===== src/source/net_port_pkg.sv =====
package net_port_pkg;

    // --------------------------------------------------
    // destination and ingress port encodings.
    // --------------------------------------------------

    // port type, 3 bits.
    // codes above UNSET are reserved.
    typedef enum logic [2:0] {
        PHY     = 3'h0,
        PF      = 3'h1,
        VF0     = 3'h2,
        APP_IGR = 3'h3,
        VF2     = 3'h4,
        UNSET   = 3'h5
    } port_typ_e;

    typedef enum logic {
        P0 = 1'b0,
        P1 = 1'b1
    } port_num_e;

    // carried as tid (ingress port) and tdest (destination).
    typedef struct packed {
        port_typ_e typ;
        port_num_e num;
    } port_t;

    localparam int PORT_WID = $bits(port_t);

endpackage : net_port_pkg


===== src/source/p4_meta_pkg.sv =====
package p4_meta_pkg;

    // --------------------------------------------------
    // metadata that travels with packets to the processor.
    // --------------------------------------------------

    localparam int TIMESTAMP_WID = 32;

    // processor port index, one bit for two ports.
    typedef logic [0:0] proc_port_t;

    // tuser field of the packet stream.
    typedef struct packed {
        proc_port_t               proc_port;
        logic [TIMESTAMP_WID-1:0] timestamp;
    } pkt_meta_t;

    // --------------------------------------------------
    // merge arbiter state.
    // --------------------------------------------------

    // IDLE picks a lane, SERVE_Px holds it until tlast.
    typedef enum logic [1:0] {
        IDLE     = 2'd0,
        SERVE_P0 = 2'd1,
        SERVE_P1 = 2'd2
    } merge_state_e;

endpackage : p4_meta_pkg


===== src/source/pkt_stream_if.sv =====
`timescale 1ns/10ps

// packet stream with valid/ready handshake.
// a beat moves on a clock edge with tvalid and tready both high.
interface pkt_stream_if #(
    parameter int DATA_BYTES = 8
);

    logic                        tvalid;
    logic                        tready;
    logic [DATA_BYTES*8-1:0]     tdata;
    logic [DATA_BYTES-1:0]       tkeep;
    logic                        tlast;
    net_port_pkg::port_t         tid;
    net_port_pkg::port_t         tdest;
    p4_meta_pkg::pkt_meta_t      tuser;

    // source side.
    modport tx (
        output tvalid,
        output tdata,
        output tkeep,
        output tlast,
        output tid,
        output tdest,
        output tuser,
        input  tready
    );

    // sink side.
    modport rx (
        input  tvalid,
        input  tdata,
        input  tkeep,
        input  tlast,
        input  tid,
        input  tdest,
        input  tuser,
        output tready
    );

endinterface : pkt_stream_if


===== src/source/port_lane.sv =====
`timescale 1ns/10ps

module port_lane #(
    parameter int DATA_BYTES = 8,
    parameter int LANE_ID    = 0
) (
    input  logic                                  core_clk,
    input  logic                                  core_rstn,
    input  logic [p4_meta_pkg::TIMESTAMP_WID-1:0] timestamp,
    pkt_stream_if.rx                              in_s,
    pkt_stream_if.tx                              out_s
);

    // --------------------------------------------------
    // packet framing and drop decision.
    // --------------------------------------------------
    logic                                  sop;
    logic                                  drop_pkt;
    logic [p4_meta_pkg::TIMESTAMP_WID-1:0] ts_cap;

    logic                                  in_xfer;
    logic                                  unset_dest;
    logic                                  zero_len;
    logic                                  drop_beat;
    logic [p4_meta_pkg::TIMESTAMP_WID-1:0] pkt_ts;

    // output register.
    logic                                  out_vld;
    logic [DATA_BYTES*8-1:0]               out_data;
    logic [DATA_BYTES-1:0]                 out_keep;
    logic                                  out_last;
    net_port_pkg::port_t                   out_tid;
    net_port_pkg::port_t                   out_tdest;
    logic [p4_meta_pkg::TIMESTAMP_WID-1:0] out_ts;

    assign unset_dest = (in_s.tdest.typ == net_port_pkg::UNSET);
    assign zero_len   = in_s.tlast && (in_s.tkeep == '0);

    // the first beat decides, later beats follow the stored flag.
    assign drop_beat = sop ? (unset_dest || zero_len) : drop_pkt;

    // dropped beats are always taken so the source never stalls on them.
    assign in_s.tready = !out_vld || out_s.tready || drop_beat;
    assign in_xfer     = in_s.tvalid && in_s.tready;

    // first beat carries the live timestamp, the rest reuse the capture.
    assign pkt_ts = sop ? timestamp : ts_cap;

    always_ff @(posedge core_clk) begin
        if (!core_rstn) begin
            sop      <= 1'b1;
            drop_pkt <= 1'b0;
        end else if (in_xfer) begin
            sop <= in_s.tlast;
            if (in_s.tlast) begin
                drop_pkt <= 1'b0;
            end else if (sop) begin
                drop_pkt <= unset_dest;
            end
        end
    end

    always_ff @(posedge core_clk) begin
        if (in_xfer && sop) begin
            ts_cap <= timestamp;
        end
    end

    // --------------------------------------------------
    // one-stage output register.
    // --------------------------------------------------
    always_ff @(posedge core_clk) begin
        if (!core_rstn) begin
            out_vld <= 1'b0;
        end else if (in_xfer && !drop_beat) begin
            out_vld <= 1'b1;
        end else if (out_s.tready) begin
            out_vld <= 1'b0;
        end
    end

    always_ff @(posedge core_clk) begin
        if (in_xfer && !drop_beat) begin
            out_data  <= in_s.tdata;
            out_keep  <= in_s.tkeep;
            out_last  <= in_s.tlast;
            out_tid   <= in_s.tid;
            out_tdest <= in_s.tdest;
            out_ts    <= pkt_ts;
        end
    end

    assign out_s.tvalid          = out_vld;
    assign out_s.tdata           = out_data;
    assign out_s.tkeep           = out_keep;
    assign out_s.tlast           = out_last;
    assign out_s.tid             = out_tid;
    assign out_s.tdest           = out_tdest;
    assign out_s.tuser.proc_port = p4_meta_pkg::proc_port_t'(LANE_ID);
    assign out_s.tuser.timestamp = out_ts;

endmodule : port_lane


===== src/source/pkt_merge.sv =====
`timescale 1ns/10ps

module pkt_merge #(
    parameter int DATA_BYTES = 8
) (
    input  logic                    core_clk,
    input  logic                    core_rstn,

    pkt_stream_if.rx                lane0_s,
    pkt_stream_if.rx                lane1_s,

    output logic                    out_tvalid,
    output logic [DATA_BYTES*8-1:0] out_tdata,
    output logic [DATA_BYTES-1:0]   out_tkeep,
    output logic                    out_tlast,
    output net_port_pkg::port_t     out_tid,
    output net_port_pkg::port_t     out_tdest,
    output p4_meta_pkg::pkt_meta_t  out_meta,
    output logic                    out_meta_valid,
    input  logic                    out_tready
);

    // --------------------------------------------------
    // arbitration state.
    // --------------------------------------------------
    p4_meta_pkg::merge_state_e state;
    p4_meta_pkg::merge_state_e state_nxt;

    logic last_p1;
    logic first_beat;
    logic grant_p1;
    logic out_xfer;
    logic pkt_end;

    // lane that is not served last wins a tie at a packet boundary.
    always_comb begin
        case (state)
            p4_meta_pkg::SERVE_P0: grant_p1 = 1'b0;
            p4_meta_pkg::SERVE_P1: grant_p1 = 1'b1;
            default:               grant_p1 = lane1_s.tvalid && (!lane0_s.tvalid || !last_p1);
        endcase
    end

    assign out_xfer = out_tvalid && out_tready;
    assign pkt_end  = out_xfer && out_tlast;

    // lock onto the chosen lane unless its packet finished in one beat.
    always_comb begin
        state_nxt = state;
        case (state)
            p4_meta_pkg::IDLE: begin
                if (out_tvalid && !pkt_end) begin
                    state_nxt = grant_p1 ? p4_meta_pkg::SERVE_P1 : p4_meta_pkg::SERVE_P0;
                end
            end
            p4_meta_pkg::SERVE_P0,
            p4_meta_pkg::SERVE_P1: begin
                if (pkt_end) begin
                    state_nxt = p4_meta_pkg::IDLE;
                end
            end
            default: state_nxt = p4_meta_pkg::IDLE;
        endcase
    end

    always_ff @(posedge core_clk) begin
        if (!core_rstn) begin
            state      <= p4_meta_pkg::IDLE;
            last_p1    <= 1'b1;
            first_beat <= 1'b1;
        end else begin
            state <= state_nxt;
            if (pkt_end) begin
                last_p1 <= grant_p1;
            end
            if (out_xfer) begin
                first_beat <= out_tlast;
            end
        end
    end

    // --------------------------------------------------
    // output mux.
    // --------------------------------------------------
    always_comb begin
        if (grant_p1) begin
            out_tvalid = lane1_s.tvalid;
            out_tdata  = lane1_s.tdata;
            out_tkeep  = lane1_s.tkeep;
            out_tlast  = lane1_s.tlast;
            out_tid    = lane1_s.tid;
            out_tdest  = lane1_s.tdest;
            out_meta   = lane1_s.tuser;
        end else begin
            out_tvalid = lane0_s.tvalid;
            out_tdata  = lane0_s.tdata;
            out_tkeep  = lane0_s.tkeep;
            out_tlast  = lane0_s.tlast;
            out_tid    = lane0_s.tid;
            out_tdest  = lane0_s.tdest;
            out_meta   = lane0_s.tuser;
        end
    end

    assign out_meta_valid = out_tvalid && first_beat;

    // only the granted lane sees ready.
    assign lane0_s.tready = !grant_p1 && out_tready;
    assign lane1_s.tready = grant_p1 && out_tready;

endmodule : pkt_merge


===== src/source/p4_ingress.sv =====
`timescale 1ns/10ps

module p4_ingress #(
    parameter int DATA_BYTES = 8
) (
    input  logic                                  core_clk,
    input  logic                                  core_rstn,
    input  logic [p4_meta_pkg::TIMESTAMP_WID-1:0] timestamp,

    // processor port 0.
    input  logic                                  in0_tvalid,
    output logic                                  in0_tready,
    input  logic [DATA_BYTES*8-1:0]               in0_tdata,
    input  logic [DATA_BYTES-1:0]                 in0_tkeep,
    input  logic                                  in0_tlast,
    input  net_port_pkg::port_t                   in0_tid,
    input  net_port_pkg::port_t                   in0_tdest,

    // processor port 1.
    input  logic                                  in1_tvalid,
    output logic                                  in1_tready,
    input  logic [DATA_BYTES*8-1:0]               in1_tdata,
    input  logic [DATA_BYTES-1:0]                 in1_tkeep,
    input  logic                                  in1_tlast,
    input  net_port_pkg::port_t                   in1_tid,
    input  net_port_pkg::port_t                   in1_tdest,

    // merged stream toward the processor.
    output logic                                  out_tvalid,
    output logic [DATA_BYTES*8-1:0]               out_tdata,
    output logic [DATA_BYTES-1:0]                 out_tkeep,
    output logic                                  out_tlast,
    output net_port_pkg::port_t                   out_tid,
    output net_port_pkg::port_t                   out_tdest,
    output p4_meta_pkg::pkt_meta_t                out_meta,
    output logic                                  out_meta_valid,
    input  logic                                  out_tready
);

    pkt_stream_if #(.DATA_BYTES(DATA_BYTES)) in0_s ();
    pkt_stream_if #(.DATA_BYTES(DATA_BYTES)) in1_s ();
    pkt_stream_if #(.DATA_BYTES(DATA_BYTES)) lane0_s ();
    pkt_stream_if #(.DATA_BYTES(DATA_BYTES)) lane1_s ();

    // --------------------------------------------------
    // input ports onto the lane streams.
    // --------------------------------------------------
    assign in0_s.tvalid = in0_tvalid;
    assign in0_s.tdata  = in0_tdata;
    assign in0_s.tkeep  = in0_tkeep;
    assign in0_s.tlast  = in0_tlast;
    assign in0_s.tid    = in0_tid;
    assign in0_s.tdest  = in0_tdest;
    assign in0_s.tuser  = '0;
    assign in0_tready   = in0_s.tready;

    assign in1_s.tvalid = in1_tvalid;
    assign in1_s.tdata  = in1_tdata;
    assign in1_s.tkeep  = in1_tkeep;
    assign in1_s.tlast  = in1_tlast;
    assign in1_s.tid    = in1_tid;
    assign in1_s.tdest  = in1_tdest;
    assign in1_s.tuser  = '0;
    assign in1_tready   = in1_s.tready;

    // --------------------------------------------------
    // per-port lanes and merge.
    // --------------------------------------------------
    port_lane #(.DATA_BYTES(DATA_BYTES), .LANE_ID(0)) lane0 (
        .core_clk  (core_clk),
        .core_rstn (core_rstn),
        .timestamp (timestamp),
        .in_s      (in0_s),
        .out_s     (lane0_s)
    );

    port_lane #(.DATA_BYTES(DATA_BYTES), .LANE_ID(1)) lane1 (
        .core_clk  (core_clk),
        .core_rstn (core_rstn),
        .timestamp (timestamp),
        .in_s      (in1_s),
        .out_s     (lane1_s)
    );

    pkt_merge #(.DATA_BYTES(DATA_BYTES)) merge (
        .core_clk       (core_clk),
        .core_rstn      (core_rstn),
        .lane0_s        (lane0_s),
        .lane1_s        (lane1_s),
        .out_tvalid     (out_tvalid),
        .out_tdata      (out_tdata),
        .out_tkeep      (out_tkeep),
        .out_tlast      (out_tlast),
        .out_tid        (out_tid),
        .out_tdest      (out_tdest),
        .out_meta       (out_meta),
        .out_meta_valid (out_meta_valid),
        .out_tready     (out_tready)
    );

endmodule : p4_ingress


===== config.mk =====
export PLATFORM = sky130hd
export DESIGN_NAME = p4_ingress
export DESIGN_NICKNAME = d
export VERILOG_FILES = /design/src/source/net_port_pkg.sv /design/src/source/p4_meta_pkg.sv /design/src/source/pkt_stream_if.sv /design/src/source/port_lane.sv /design/src/source/pkt_merge.sv /design/src/source/p4_ingress.sv
export SDC_FILE = /design/constraint.sdc
export NUM_CORES = 1
export LEC_CHECK = 0
export BUFFER_PORTS_ARGS = -buffer_cell sky130_fd_sc_hd__buf_2
export CAP_MARGIN = 20
export CORE_MARGIN = 4
export CORE_UTILIZATION = 56
export DETAILED_ROUTE_END_ITERATION = 8
export PLACE_DENSITY = 0.85
export SYNTH_ARGS = -nofsm -noshare
export SYNTH_HDL_FRONTEND = slang
export SYNTH_SLANG_ARGS = --single-unit

===== constraint.sdc =====
create_clock -name core_clk -period 12.3 [get_ports core_clk]
set_input_delay 3.69 -clock core_clk [delete_from_list [all_inputs] [get_ports core_clk]]
set_output_delay 3.69 -clock core_clk [all_outputs]
set_load 0.05 [all_outputs]

# --- After elaboration in Yosys (flattened, before gate mapping) ---
# Index checks and enable logic that the tools add are counted.
word_totals:
  reg_bits: 300
  in_bits: 199
  out_inout_bits: 118
  elab_cells: 97
op_classes:
  eq_ne: 6
  mux: 24
  n_reduce_logical: 40
ops:
  columns: ["cell", "count"]
  rows:
  - ["$mux 32", 2]
  - ["$mux 64", 1]
  - ["$mux 33", 1]
  - ["$logic_not 8->1", 2]
  - ["$logic_and 1x1->1", 15]
  - ["$mux 1", 12]
  - ["$mux 4", 2]
  - ["$mux 8", 1]
  - ["$reduce_bool 2->1", 4]
  - ["$logic_not 1->1", 7]
  - ["$logic_or 1x1->1", 7]
  - ["$eq 3x3->1 const B", 2]
  - ["$mux 2", 3]
  - ["$reduce_and 2->1", 3]
  - ["$ne 2x1->1 const B", 2]
  - ["$pmux 2 s2", 1]
  - ["$eq 2x1->1 const B", 1]
  - ["$eq 2x2->1 const B", 1]
  - ["$logic_not 2->1", 1]
  - ["$pmux 1 s2", 1]
  - ["$reduce_or 2->1", 1]

# --- Longest topological paths before layout ---
# Gate-level depths: netlist of run 1.
logic_depth:
  ltp_word: 11
  depth_mapped: 8

# --- By module ---
# A second synthesis of run 1 with hierarchy kept.
hier_totals:
  cells_unflattened: 589
  hier_area_um2: 11716.2
by_module_without_submodules:
  columns: ["mod", "n_inst", "cells_per_inst", "area_each_um2"]
  rows:
  - ["port_lane", 2, 211, 4971.0]
  - ["pkt_merge", 1, 166, 1770.4]
  - ["p4_ingress", 1, 1, 3.8]

# --- Least setup slack after synthesis of run 1 ---
# No wires, ideal clock.
synth_timing:
  kind: "input port to flip-flop"
  from: "in in0_tdest[1] (netlist bit)"
  to: "reg lane0.out_data[0], in the netlist lane0.out_s.tdata[0], enable pin"
  setup_ps: 589
  arrival_ps: 9038
  t_required_ps: 11711
  setup_slack_ps: 2674
  cell_stages: 5
  path_buffers: 0
  path_cell_list: "and3b_1 > a31oi_1 > a21o_1 > nand2_1 > nor2_1"
synth_between:
  elab_chain_len: 6
  word_cells_on_any_way: 7
  cone_classes: "1 x eq/ne; 1 x mux; 5 x reduce/logical"
synth_lines:
  columns: ["item", "line", "rtl"]
  rows:
  - ["start: declaration", "p4_ingress.sv:17", "input net_port_pkg::port_t in0_tdest,"]
  - ["$eq 3x3->1 (*)", "port_lane.sv:36", "assign unset_dest = (in_s.tdest.typ == net_port_pkg::UNSET);"]
  - ["$logic_or 1x1->1 (*)", "port_lane.sv:40", "assign drop_beat = sop ? (unset_dest || zero_len) : drop_pkt;"]
  - ["$mux 1 (*)", "port_lane.sv:40", null]
  - ["$logic_or 1x1->1", "port_lane.sv:43", "assign in_s.tready = !out_vld || out_s.tready || drop_beat;"]
  - ["$logic_and 1x1->1", "port_lane.sv:44", "assign in_xfer = in_s.tvalid && in_s.tready;"]
  - ["$logic_and 1x1->1 (*)", "port_lane.sv:83", "if (in_xfer && !drop_beat) begin"]
  - ["end signal: assignment", "port_lane.sv:84", "out_data <= in_s.tdata;"]
  - ["end: declaration", "port_lane.sv:29", "logic [DATA_BYTES*8-1:0] out_data;"]
# Every way passes the cells marked *; elsewhere a longest branch is shown, timed or not.
# A chain may end at the register's enable or synchronous reset.

# --- Worst setup path in the final report of run 1 ---
layout_timing:
  from: "in in0_tkeep[5]"
  to: "out in0_tready"
layout_between:
  elab_chain_len: 5
layout_lines:
  columns: ["item", "line", "rtl"]
  rows:
  - ["start: declaration", "p4_ingress.sv:14", "input logic [DATA_BYTES-1:0] in0_tkeep,"]
  - ["$logic_not 8->1", "port_lane.sv:37", "assign zero_len = in_s.tlast && (in_s.tkeep == '0);"]
  - ["$logic_and 1x1->1", "port_lane.sv:37", null]
  - ["$logic_or 1x1->1", "port_lane.sv:40", null]
  - ["$mux 1", "port_lane.sv:40", null]
  - ["$logic_or 1x1->1", "port_lane.sv:43", null]
  - ["end: declaration", "p4_ingress.sv:12", "output logic in0_tready,"]
# Every way passes these cells.

==> results.toml, run 1 <==
[status]
outcome = "finished clean"

[die]
num_rows = 52
core_area_mm2 = 0.0203
ios = 317
die-area_mm2 = 0.0230
dieHeight_um = 152
die_w_um = 152
start_util_pct = 56.9

[worst_setup_path]
regToRegEndpoint = "lane1.out_s.tdata[21]$_DFFE_PP_"
crit_chain = "buf_2, nor4_1, a31oi_1, a21o_1, nand2_1, buf_2"
slowest_delay_ns = 0.32
r2r_start = "lane1.sop$_SDFFE_PN1P_"
start_kind = "input port"
regToRegSetupSlack_ns = 8.66
cpMostUsedCell = "buf_2"
end_kind = "output port"
critPathKind = "in2out"
slowest_stage = "nor4_1"
reg2reg_depth = 7
cp_max_fo = 3
critPathArrivalTime_ns = 4.92
required_ns = 8.61

[pwr]
leakage_nw = 5.56
p_per_area_mw_per_mm2 = 195
p_clk_share_pct = 31.4
p_switching_mw = 0.861
switching_share_pct = 30.6
p_seq_share_pct = 45.1
combPwrFrac_pct = 23.5
peakVddDrop_uv = 153
internal_power_mw = 1.95

[clock_tree]
clk_latency_ns = 0.54
cts_tree = "built"
cts_hold_buffers = 0
cts_made_buffers = 30
post_cts_buffers = 0
cts_root_buf = "clkbuf_16"
clockBufferDepth = 3
clk_pin_slew_ns = 0.06
h-tree-depth = 1
cts-resized-gates = 0
cts.sinks = 300

[sta]
final_hold_viol_count = 0
worstMarginPinSlew_ns = 1.02
max_freq_ghz = 0.116
finalSetupTns_ns = 0
rsz0062_at_grt = "no"
period_share_pct = 70.0
finalMaxSlewViolations = 0
setup_viol = 0
setup_slack_ns = 3.69
skew_ns = 0.0131
max_slew_margin_pct = 32.1
finalCriticalPeriod_ns = 8.61

[finish]
layout.nets = 1121
drive_gt1_share_pct = 58.4
final_common_cell = "buf_2"
mostFrequentLayoutCells = "buf_2, edfxtp_1, mux2_2"
area_delta_synth_final_pct = 24.6
nFillCells = 1288

[yosys]
syn-cell-area_mm2 = 0.0116
ys_seq_elements = 300
syn_inst = 586
synth-edff-count = 290
synthFlopType = "edfxtp_1"
async_reset_ff_share_pct = 0
yosysSeqAreaShare_pct = 77.1
avgSynthCellArea_um2 = 19.7
ys_types = 40
synth_top_family_by_area = "multiplexers"
synthMuxAreaShare_pct = 17.4
synth_compound_area_share_pct = 1.83
synth_fa_ha_area_share_pct = 0.216
synth.net_count = 787
synth_xor_area_share_pct = 0
synth_simple_gate_area_share_pct = 2.14
yosys_warnings = 0

[placement]
place_ws_ns = 3.70
globalplace.congestion = 0.797
hpwl_um = 17100
portBuffers = 316

[grt]
grtUsageTotal_pct = 21.5
grt_pass1_wl_um = 37700
grt_overflow = 0
antenna_found_initial = 6
first_global_vias = 6774
grt_start_max_net_pins = 70

[routing]
met2RoutedLength_um = 13400
vias_per_cell = 5.44
dr.first_iter.drc_count = 355
drc = 0
vias = 6620
maxUsedRoutingLayer = "met5"
dr.pass1.iters = 4
wl_met1_um = 9630
postRouteAntennaNets = 0
routed_wl_um = 26100
wl_per_cell_um = 21.4
dr_wl_met3_um = 2420

[job]
cap_viol_max_count = 0

[worst_hold_path]
holdCritStartpoint = "merge.state[0]$_SDFFE_PN0P_"
hp-class = "reg2reg"
holdPathStages = 2
hold_end = "merge.state[0]$_SDFFE_PN0P_"
-- critical path: cells and delay by family --
family                 cells  cell delay [ns]
AND/OR/NAND/NOR            2             0.39
buffers and inverters      2             0.40
AO/OA/AOI/OAI              2             0.44
-- cell usage after synthesis (4+ instances only) --
library cell / number / area share, %
nand3_1: 7 / 0.30
dfxtp_1: 10 / 1.7
buf_1: 6 / 0.19
edfxtp_1: 290 / 75
inv_1: 8 / 0.26
nor2b_1: 4 / 0.22
buf_2: 6 / 0.26
mux2_2: 176 / 17
a31oi_1: 5 / 0.27
nand2_1: 17 / 0.55
nor2_1: 5 / 0.16
buf_4: 8 / 0.52
-- sequential cells by signal, summed over array words and instances, names as in the netlist, 2 cells and up --
signal / count
lane0.out_s.tdata: 64
lane1.out_s.tdata: 64
lane0.out_ts: 32
lane0.ts_cap: 32
lane1.out_ts: 32
lane1.ts_cap: 32
lane0.out_s.tkeep: 8
lane1.out_s.tkeep: 8
lane0.out_s.tdest: 4
lane0.out_s.tid: 4
lane1.out_s.tdest: 4
lane1.out_s.tid: 4
merge.state: 2
-- worst max-delay path by stage --
stage                                                end  slack, ns    startpoint
after floorplan           lane0.out_s.tdata[0]$_DFFE_PP_       2.67  in0_tdest[1]
after global placement                        in0_tready       3.73  in0_tkeep[5]
after detailed placement                      in0_tready       3.70  in0_tkeep[5]
after CTS                                     in0_tready       3.70  in0_tkeep[5]
after global routing                          in0_tready       3.62  in0_tkeep[5]
final                                         in0_tready       3.69  in0_tkeep[5]
-- power groups by stage --
stage | registers [mW] | clock network [mW] | logic (mW)
4_1_cts | 1.27 | 0.901 | 0.665
3_3_place_gp | 1.28 | 0 | 0.652
2_1_floorplan | 1.28 | 0 | 0.508
6_report | 1.27 | 0.882 | 0.661
5_1_grt | 1.28 | 0.941 | 0.692
3_5_place_dp | 1.29 | 0 | 0.659
-- final cells by class --
class / count / area (um2) / share of cell area, %
clock inverters: 21 / 175 / 1.22
clock buffers: 34 / 787 / 5.46
diodes: 4 / 10.0 / 0.0695
flip-flops and latches: 300 / 8910 / 61.8
inverters: 9 / 33.8 / 0.234
repair buffers: 324 / 1640 / 11.4
well taps: 270 / 338 / 2.34
multi-input cells: 255 / 2510 / 17.4
-- metrics by stage --
step	std cells	util (%)	total power, mW	hold slack [ns]	cell area [um2]
2_1_floorplan	586	-	1.79	0.435	11600
6_report	1217	71.0	2.81	0.466	14400
3_5_place_dp	1158	66.2	1.95	0.457	13400
4_1_cts	1213	70.9	2.83	0.467	14400
3_3_place_gp	1158	66.2	1.93	0.448	13400
5_1_grt	1217	71.0	2.91	0.492	14400
-- layer usage --
| layer | vias to the layer above | global-route usage (%) |
|---|---|---|
| met3 | 52 | 6.22 |
| met5 | - | 0 |
| li1 | 2982 | - |
| met4 | 4 | 6.29 |
| met2 | 290 | 37.5 |
| met1 | 3292 | 26.1 |
-- logic make-up after synthesis --
group | after synthesis
buffers and inverters | 31
adders and majority gates | 2
muxes | 179
and+or+nand+nor | 48
AOI/OAI and AO/OA | 26
DFF | 300
No activity file was read; power rests on OpenSTA's default activity.
==> run 2: changes to the inputs <==
--- a/config.mk
+++ b/config.mk
@@ -8,9 +8,9 @@
 export BUFFER_PORTS_ARGS = -buffer_cell sky130_fd_sc_hd__buf_2
 export CAP_MARGIN = 20
 export CORE_MARGIN = 4
-export CORE_UTILIZATION = 56
+export CORE_UTILIZATION = 47
 export DETAILED_ROUTE_END_ITERATION = 8
-export PLACE_DENSITY = 0.85
+export PLACE_DENSITY = 0.76
 export SYNTH_ARGS = -nofsm -noshare
 export SYNTH_HDL_FRONTEND = slang
 export SYNTH_SLANG_ARGS = --single-unit
==> constraint.sdc (replaced) <==
create_clock -name core_clk -period 7.3 [get_ports core_clk]
set_input_delay 2.19 -clock core_clk [delete_from_list [all_inputs] [get_ports core_clk]]
set_output_delay 2.19 -clock core_clk [all_outputs]
set_load 0.05 [all_outputs]
==> run 2 against run 1 <==
Effect of this change:
- sequential share of layout area about the same
- final cell count up 4.7%
- die area is 18% higher
- total power rose by 65%
- clock skew grew 0.0030 ns
- count of clock-buffer cells in the layout up 9
- non-clock buffer count is the same
- core utilization decreased by 12 points
- final area about the same
- largest cell class unchanged
==> results.toml, run 2 (synthesized netlist as in run 1, its figures left out) <==
[sta]
finalSetupTns_ns = 0
worstMarginPinSlew_ns = 1.03
timing.hold.ws_ns = 0.481
setup_slack_ns = 1.75
period_share_pct = 76.0
finalMaxSlewViolations = 0
skew_ns = 0.0161
final_hold_viol_count = 0
max_slew_margin_pct = 31.5
finalCriticalPeriod_ns = 5.55
max_freq_ghz = 0.180
rsz0062_at_grt = "no"
setup_viol = 0

[die]
ios = 317
die_w_um = 165
dieHeight_um = 165
core_area_mm2 = 0.0242
num_rows = 57
start_util_pct = 47.7
die-area_mm2 = 0.0272

[grt]
first_global_vias = 6967
grt_overflow = 0
grtUsageMet1_pct = 21.2
top_usage_layer = "met2"
grt_start_max_net_pins = 75
grt_pass1_wl_um = 38500
met2_usage_pct = 32.1
grtUsageTotal_pct = 18.3
grt_use_met3_pct = 6.29
antenna_found_initial = 8

[clock_tree]
clk_pin_slew_ns = 0.06
cts-resized-gates = 0
cts_hold_buffers = 0
cts_tree = "built"
cts.sinks = 300
post_cts_buffers = 0
h-tree-depth = 1
cts_made_buffers = 31
clk_latency_ns = 0.54
cts_root_buf = "clkbuf_16"
clockBufferDepth = 3

[placement]
portBuffers = 316
hpwl_um = 17300
placed_cells = 1212
place_ws_ns = 1.77
placed_area_mm2 = 0.0135
globalplace.congestion = 0.772

[job]
cap_viol_max_count = 0

[finish]
mostFrequentLayoutCells = "buf_2, edfxtp_1, mux2_2"
final_common_cell = "buf_2"
utilization_pct = 59.4
layout.nets = 1122
drive_gt1_share_pct = 58.1
stdcell_area_mm2 = 0.0144
nFillCells = 1801
fin_cells = 1274
area_delta_synth_final_pct = 24.6

[worst_setup_path]
end_kind = "output port"
required_ns = 5.11
start_kind = "input port"
cp_max_fo = 3
regToRegEndpoint = "merge.state[0]$_SDFFE_PN0P_"
r2r_start = "merge.state[0]$_SDFFE_PN0P_"
worstSetupStartpoint = "in1_tkeep[5]"
critPathKind = "in2out"
regToRegSetupSlack_ns = 4.38
reg2reg_depth = 9
critPathArrivalTime_ns = 3.36

[worst_hold_path]
hp-class = "reg2reg"
holdCritStartpoint = "merge.first_beat$_SDFFE_PN1P_"
holdPathStages = 2
hold_end = "merge.first_beat$_SDFFE_PN1P_"

[pwr]
p_per_area_mw_per_mm2 = 321
leakage_nw = 5.52
total_power_mw = 4.62
peakVddDrop_uv = 242

[routing]
routed_wl_um = 25900
vias_per_cell = 5.17
vias = 6588
drc = 0
dr.first_iter.drc_count = 446
dr.pass1.iters = 4
postRouteAntennaNets = 0
wl_per_cell_um = 20.3

[status]
outcome = "finished clean"
## run 2: final cells by class
type / instances / area [um2] / area share (%)
clock buffers: 43 / 821 / 5.70
well taps: 324 / 405 / 2.81
multi-input cells: 255 / 2510 / 17.4
diodes: 5 / 12.5 / 0.0869
clock inverters: 14 / 65.1 / 0.452
repair buffers: 324 / 1640 / 11.4
inverters: 9 / 33.8 / 0.235
flip-flops and latches: 300 / 8910 / 61.9
## run 2: per-layer routing
metal | up-vias | wire length, um
met3 | 61 | 2600
met2 | 259 | 13100
met4 | 8 | 751
met5 | - | 39
met1 | 3277 | 9410
li1 | 2983 | -
## run 2: worst max path at each step
stage	endpoint	slack [ns]	cells past startpoint
6_report	in1_tready	1.75	6
5_1_grt	out_tlast	1.62	9
4_1_cts	in1_tready	1.76	6
3_5_place_dp	in1_tready	1.77	6
3_3_place_gp	in1_tready	1.79	6
2_1_floorplan	lane0.out_s.tdata[0]$_DFFE_PP_	1.13	5
## run 2: worst max-delay path: stages
cell and delay (ns):
buf_2 0.10, nor4_1 0.27, a31oi_1 0.17, o21a_1 0.22, nand2_1 0.11, buf_2 0.29
## run 2: power breakdown
part,switching [mW],internal [mW],total [mW]
Combinational,0.778,0.330,1.11
Sequential,0.0531,2.08,2.13
Clock,0.603,0.779,1.38
==> run 3: changes to the inputs <==
==> constraint.sdc (replaced) <==
create_clock -name core_clk -period 5 [get_ports core_clk]
set_input_delay 1.5 -clock core_clk [delete_from_list [all_inputs] [get_ports core_clk]]
set_output_delay 1.5 -clock core_clk [all_outputs]
set_load 0.05 [all_outputs]
==> run 3 against run 2 <==
Effect of this change:
- clock power up 53%
- sequential share of layout area down 0.47 points
- highest routed layer unchanged
- worst hold slack worse by 0.011 ns
- global-route usage down 0.063 points
==> results.toml, run 3 (synthesized netlist as in run 1, its figures left out) <==
[worst_setup_path]
required_ns = 3.50
cp_max_fo = 51
regToRegSetupSlack_ns = 2.62
r2r_start = "merge.state[0]$_SDFFE_PN0P_"
end_kind = "output port"
critPathKind = "reg2out"
reg2reg_depth = 7
start_kind = "flip-flop"
critPathArrivalTime_ns = 2.77
regToRegEndpoint = "lane0.ts_cap[30]$_DFFE_PP_"

[worst_hold_path]
holdPathStages = 2
hp-class = "reg2reg"
holdCritStartpoint = "merge.state[0]$_SDFFE_PN0P_"
hold_end = "merge.state[0]$_SDFFE_PN0P_"

[placement]
placed_cells = 1214
portBuffers = 316
place_ws_ns = 0.809
hpwl_um = 17200
globalplace.congestion = 0.770

[finish]
mostFrequentLayoutCells = "buf_2, edfxtp_1, mux2_2"
drive_gt1_share_pct = 58.6
utilization_pct = 59.8
final_common_cell = "buf_2"
fin_cells = 1273
layout.nets = 1124
area_delta_synth_final_pct = 25.5
nFillCells = 1822

[job]
cap_viol_max_count = 0

[routing]
postRouteAntennaNets = 0
dr.pass1.iters = 4
wl_per_cell_um = 20.1
drc = 0
vias_per_cell = 5.10
routed_wl_um = 25600
dr.first_iter.drc_count = 399
vias = 6498

[clock_tree]
h-tree-depth = 1
cts.sinks = 300
clockBufferDepth = 3
clk_latency_ns = 0.55
cts_made_buffers = 31
clk_pin_slew_ns = 0.06
cts-resized-gates = 0
post_cts_buffers = 0
cts_tree = "built"
cts_root_buf = "clkbuf_16"
cts_hold_buffers = 0

[sta]
period_share_pct = 85.4
finalMaxSlewViolations = 0
rsz0062_at_grt = "no"
finalCriticalPeriod_ns = 4.27
finalSetupTns_ns = 0
skew_ns = 0.0112
setup_viol = 0
max_slew_margin_pct = 53.5
worstMarginPinSlew_ns = 0.697
setup_slack_ns = 0.729
max_freq_ghz = 0.234
timing.hold.ws_ns = 0.470
final_hold_viol_count = 0

[die]
die_w_um = 165
ios = 317
dieHeight_um = 165
start_util_pct = 47.7
core_area_mm2 = 0.0242
num_rows = 57
die-area_mm2 = 0.0272

[pwr]
leakage_nw = 5.59
p_per_area_mw_per_mm2 = 473
peakVddDrop_uv = 317

[grt]
grt_overflow = 0
grt_start_max_net_pins = 114
grtUsageTotal_pct = 18.2
first_global_vias = 6736
antenna_found_initial = 6
grt_pass1_wl_um = 38300

[status]
outcome = "finished clean"
[run 3: metrics by stage]
| step | power, mW | instance area, um2 |
|---|---|---|
| floorplan | 4.38 | 11600 |
| global placement | 4.79 | 13600 |
| detailed placement | 4.82 | 13600 |
| CTS | 6.94 | 14500 |
| global route | 7.14 | 14500 |
| finish | 6.86 | 14500 |
[run 3: metal layers]
layer	share of wire, %	up-vias	routed length [um]	global-route usage (%)
li1	-	2984	-	-
met1	36	3187	9120	21.0
met2	50	272	12900	31.9
met3	12	47	3010	7.49
met4	1.8	8	471	3.93
met5	0.21	-	53	0
[run 3: final cells by class]
class | instances | area (um2) | share of cell area [%]
diodes | 2 | 5.00 | 0.0345
flip-flops and latches | 300 | 8910 | 61.4
well taps | 324 | 405 | 2.79
multi-input cells | 255 | 2510 | 17.3
repair buffers | 326 | 1710 | 11.8
clock buffers | 34 | 787 | 5.42
clock inverters | 23 | 150 | 1.03
inverters | 9 | 33.8 | 0.233
[run 3: worst max-delay path by stage]
stage          cells past startpoint                             end                   startpoint  slack, ns
2_1_floorplan                      5  lane0.out_s.tdata[0]$_DFFE_PP_                 in0_tdest[1]       0.78
3_3_place_gp                       6                      in0_tready                 in0_tkeep[5]       0.83
3_5_place_dp                       6                      in0_tready                 in0_tkeep[5]       0.81
4_1_cts                            7                   out_tdata[28]  merge.state[0]$_SDFFE_PN0P_       0.68
5_1_grt                            7                    out_tdata[0]  merge.state[0]$_SDFFE_PN0P_       0.56
6_report                           7                   out_tdata[28]  merge.state[0]$_SDFFE_PN0P_       0.73
[run 3: worst max-delay path, cell delays in order (launching register included)]
cell	delay (ns)
dfxtp_1	0.34
inv_1	0.06
ha_1	0.37
nand2_1	0.18
a21boi_4	0.32
buf_12	0.32
mux2_2	0.40
buf_2	0.22
[run 3: report_power, final]
| part | switching, mW | internal, mW | leakage, nW |
|---|---|---|---|
| clock | 0.921 | 1.19 | 0.468 |
| combinational | 1.16 | 0.498 | 2.27 |
| sequential | 0.0513 | 3.03 | 2.85 |
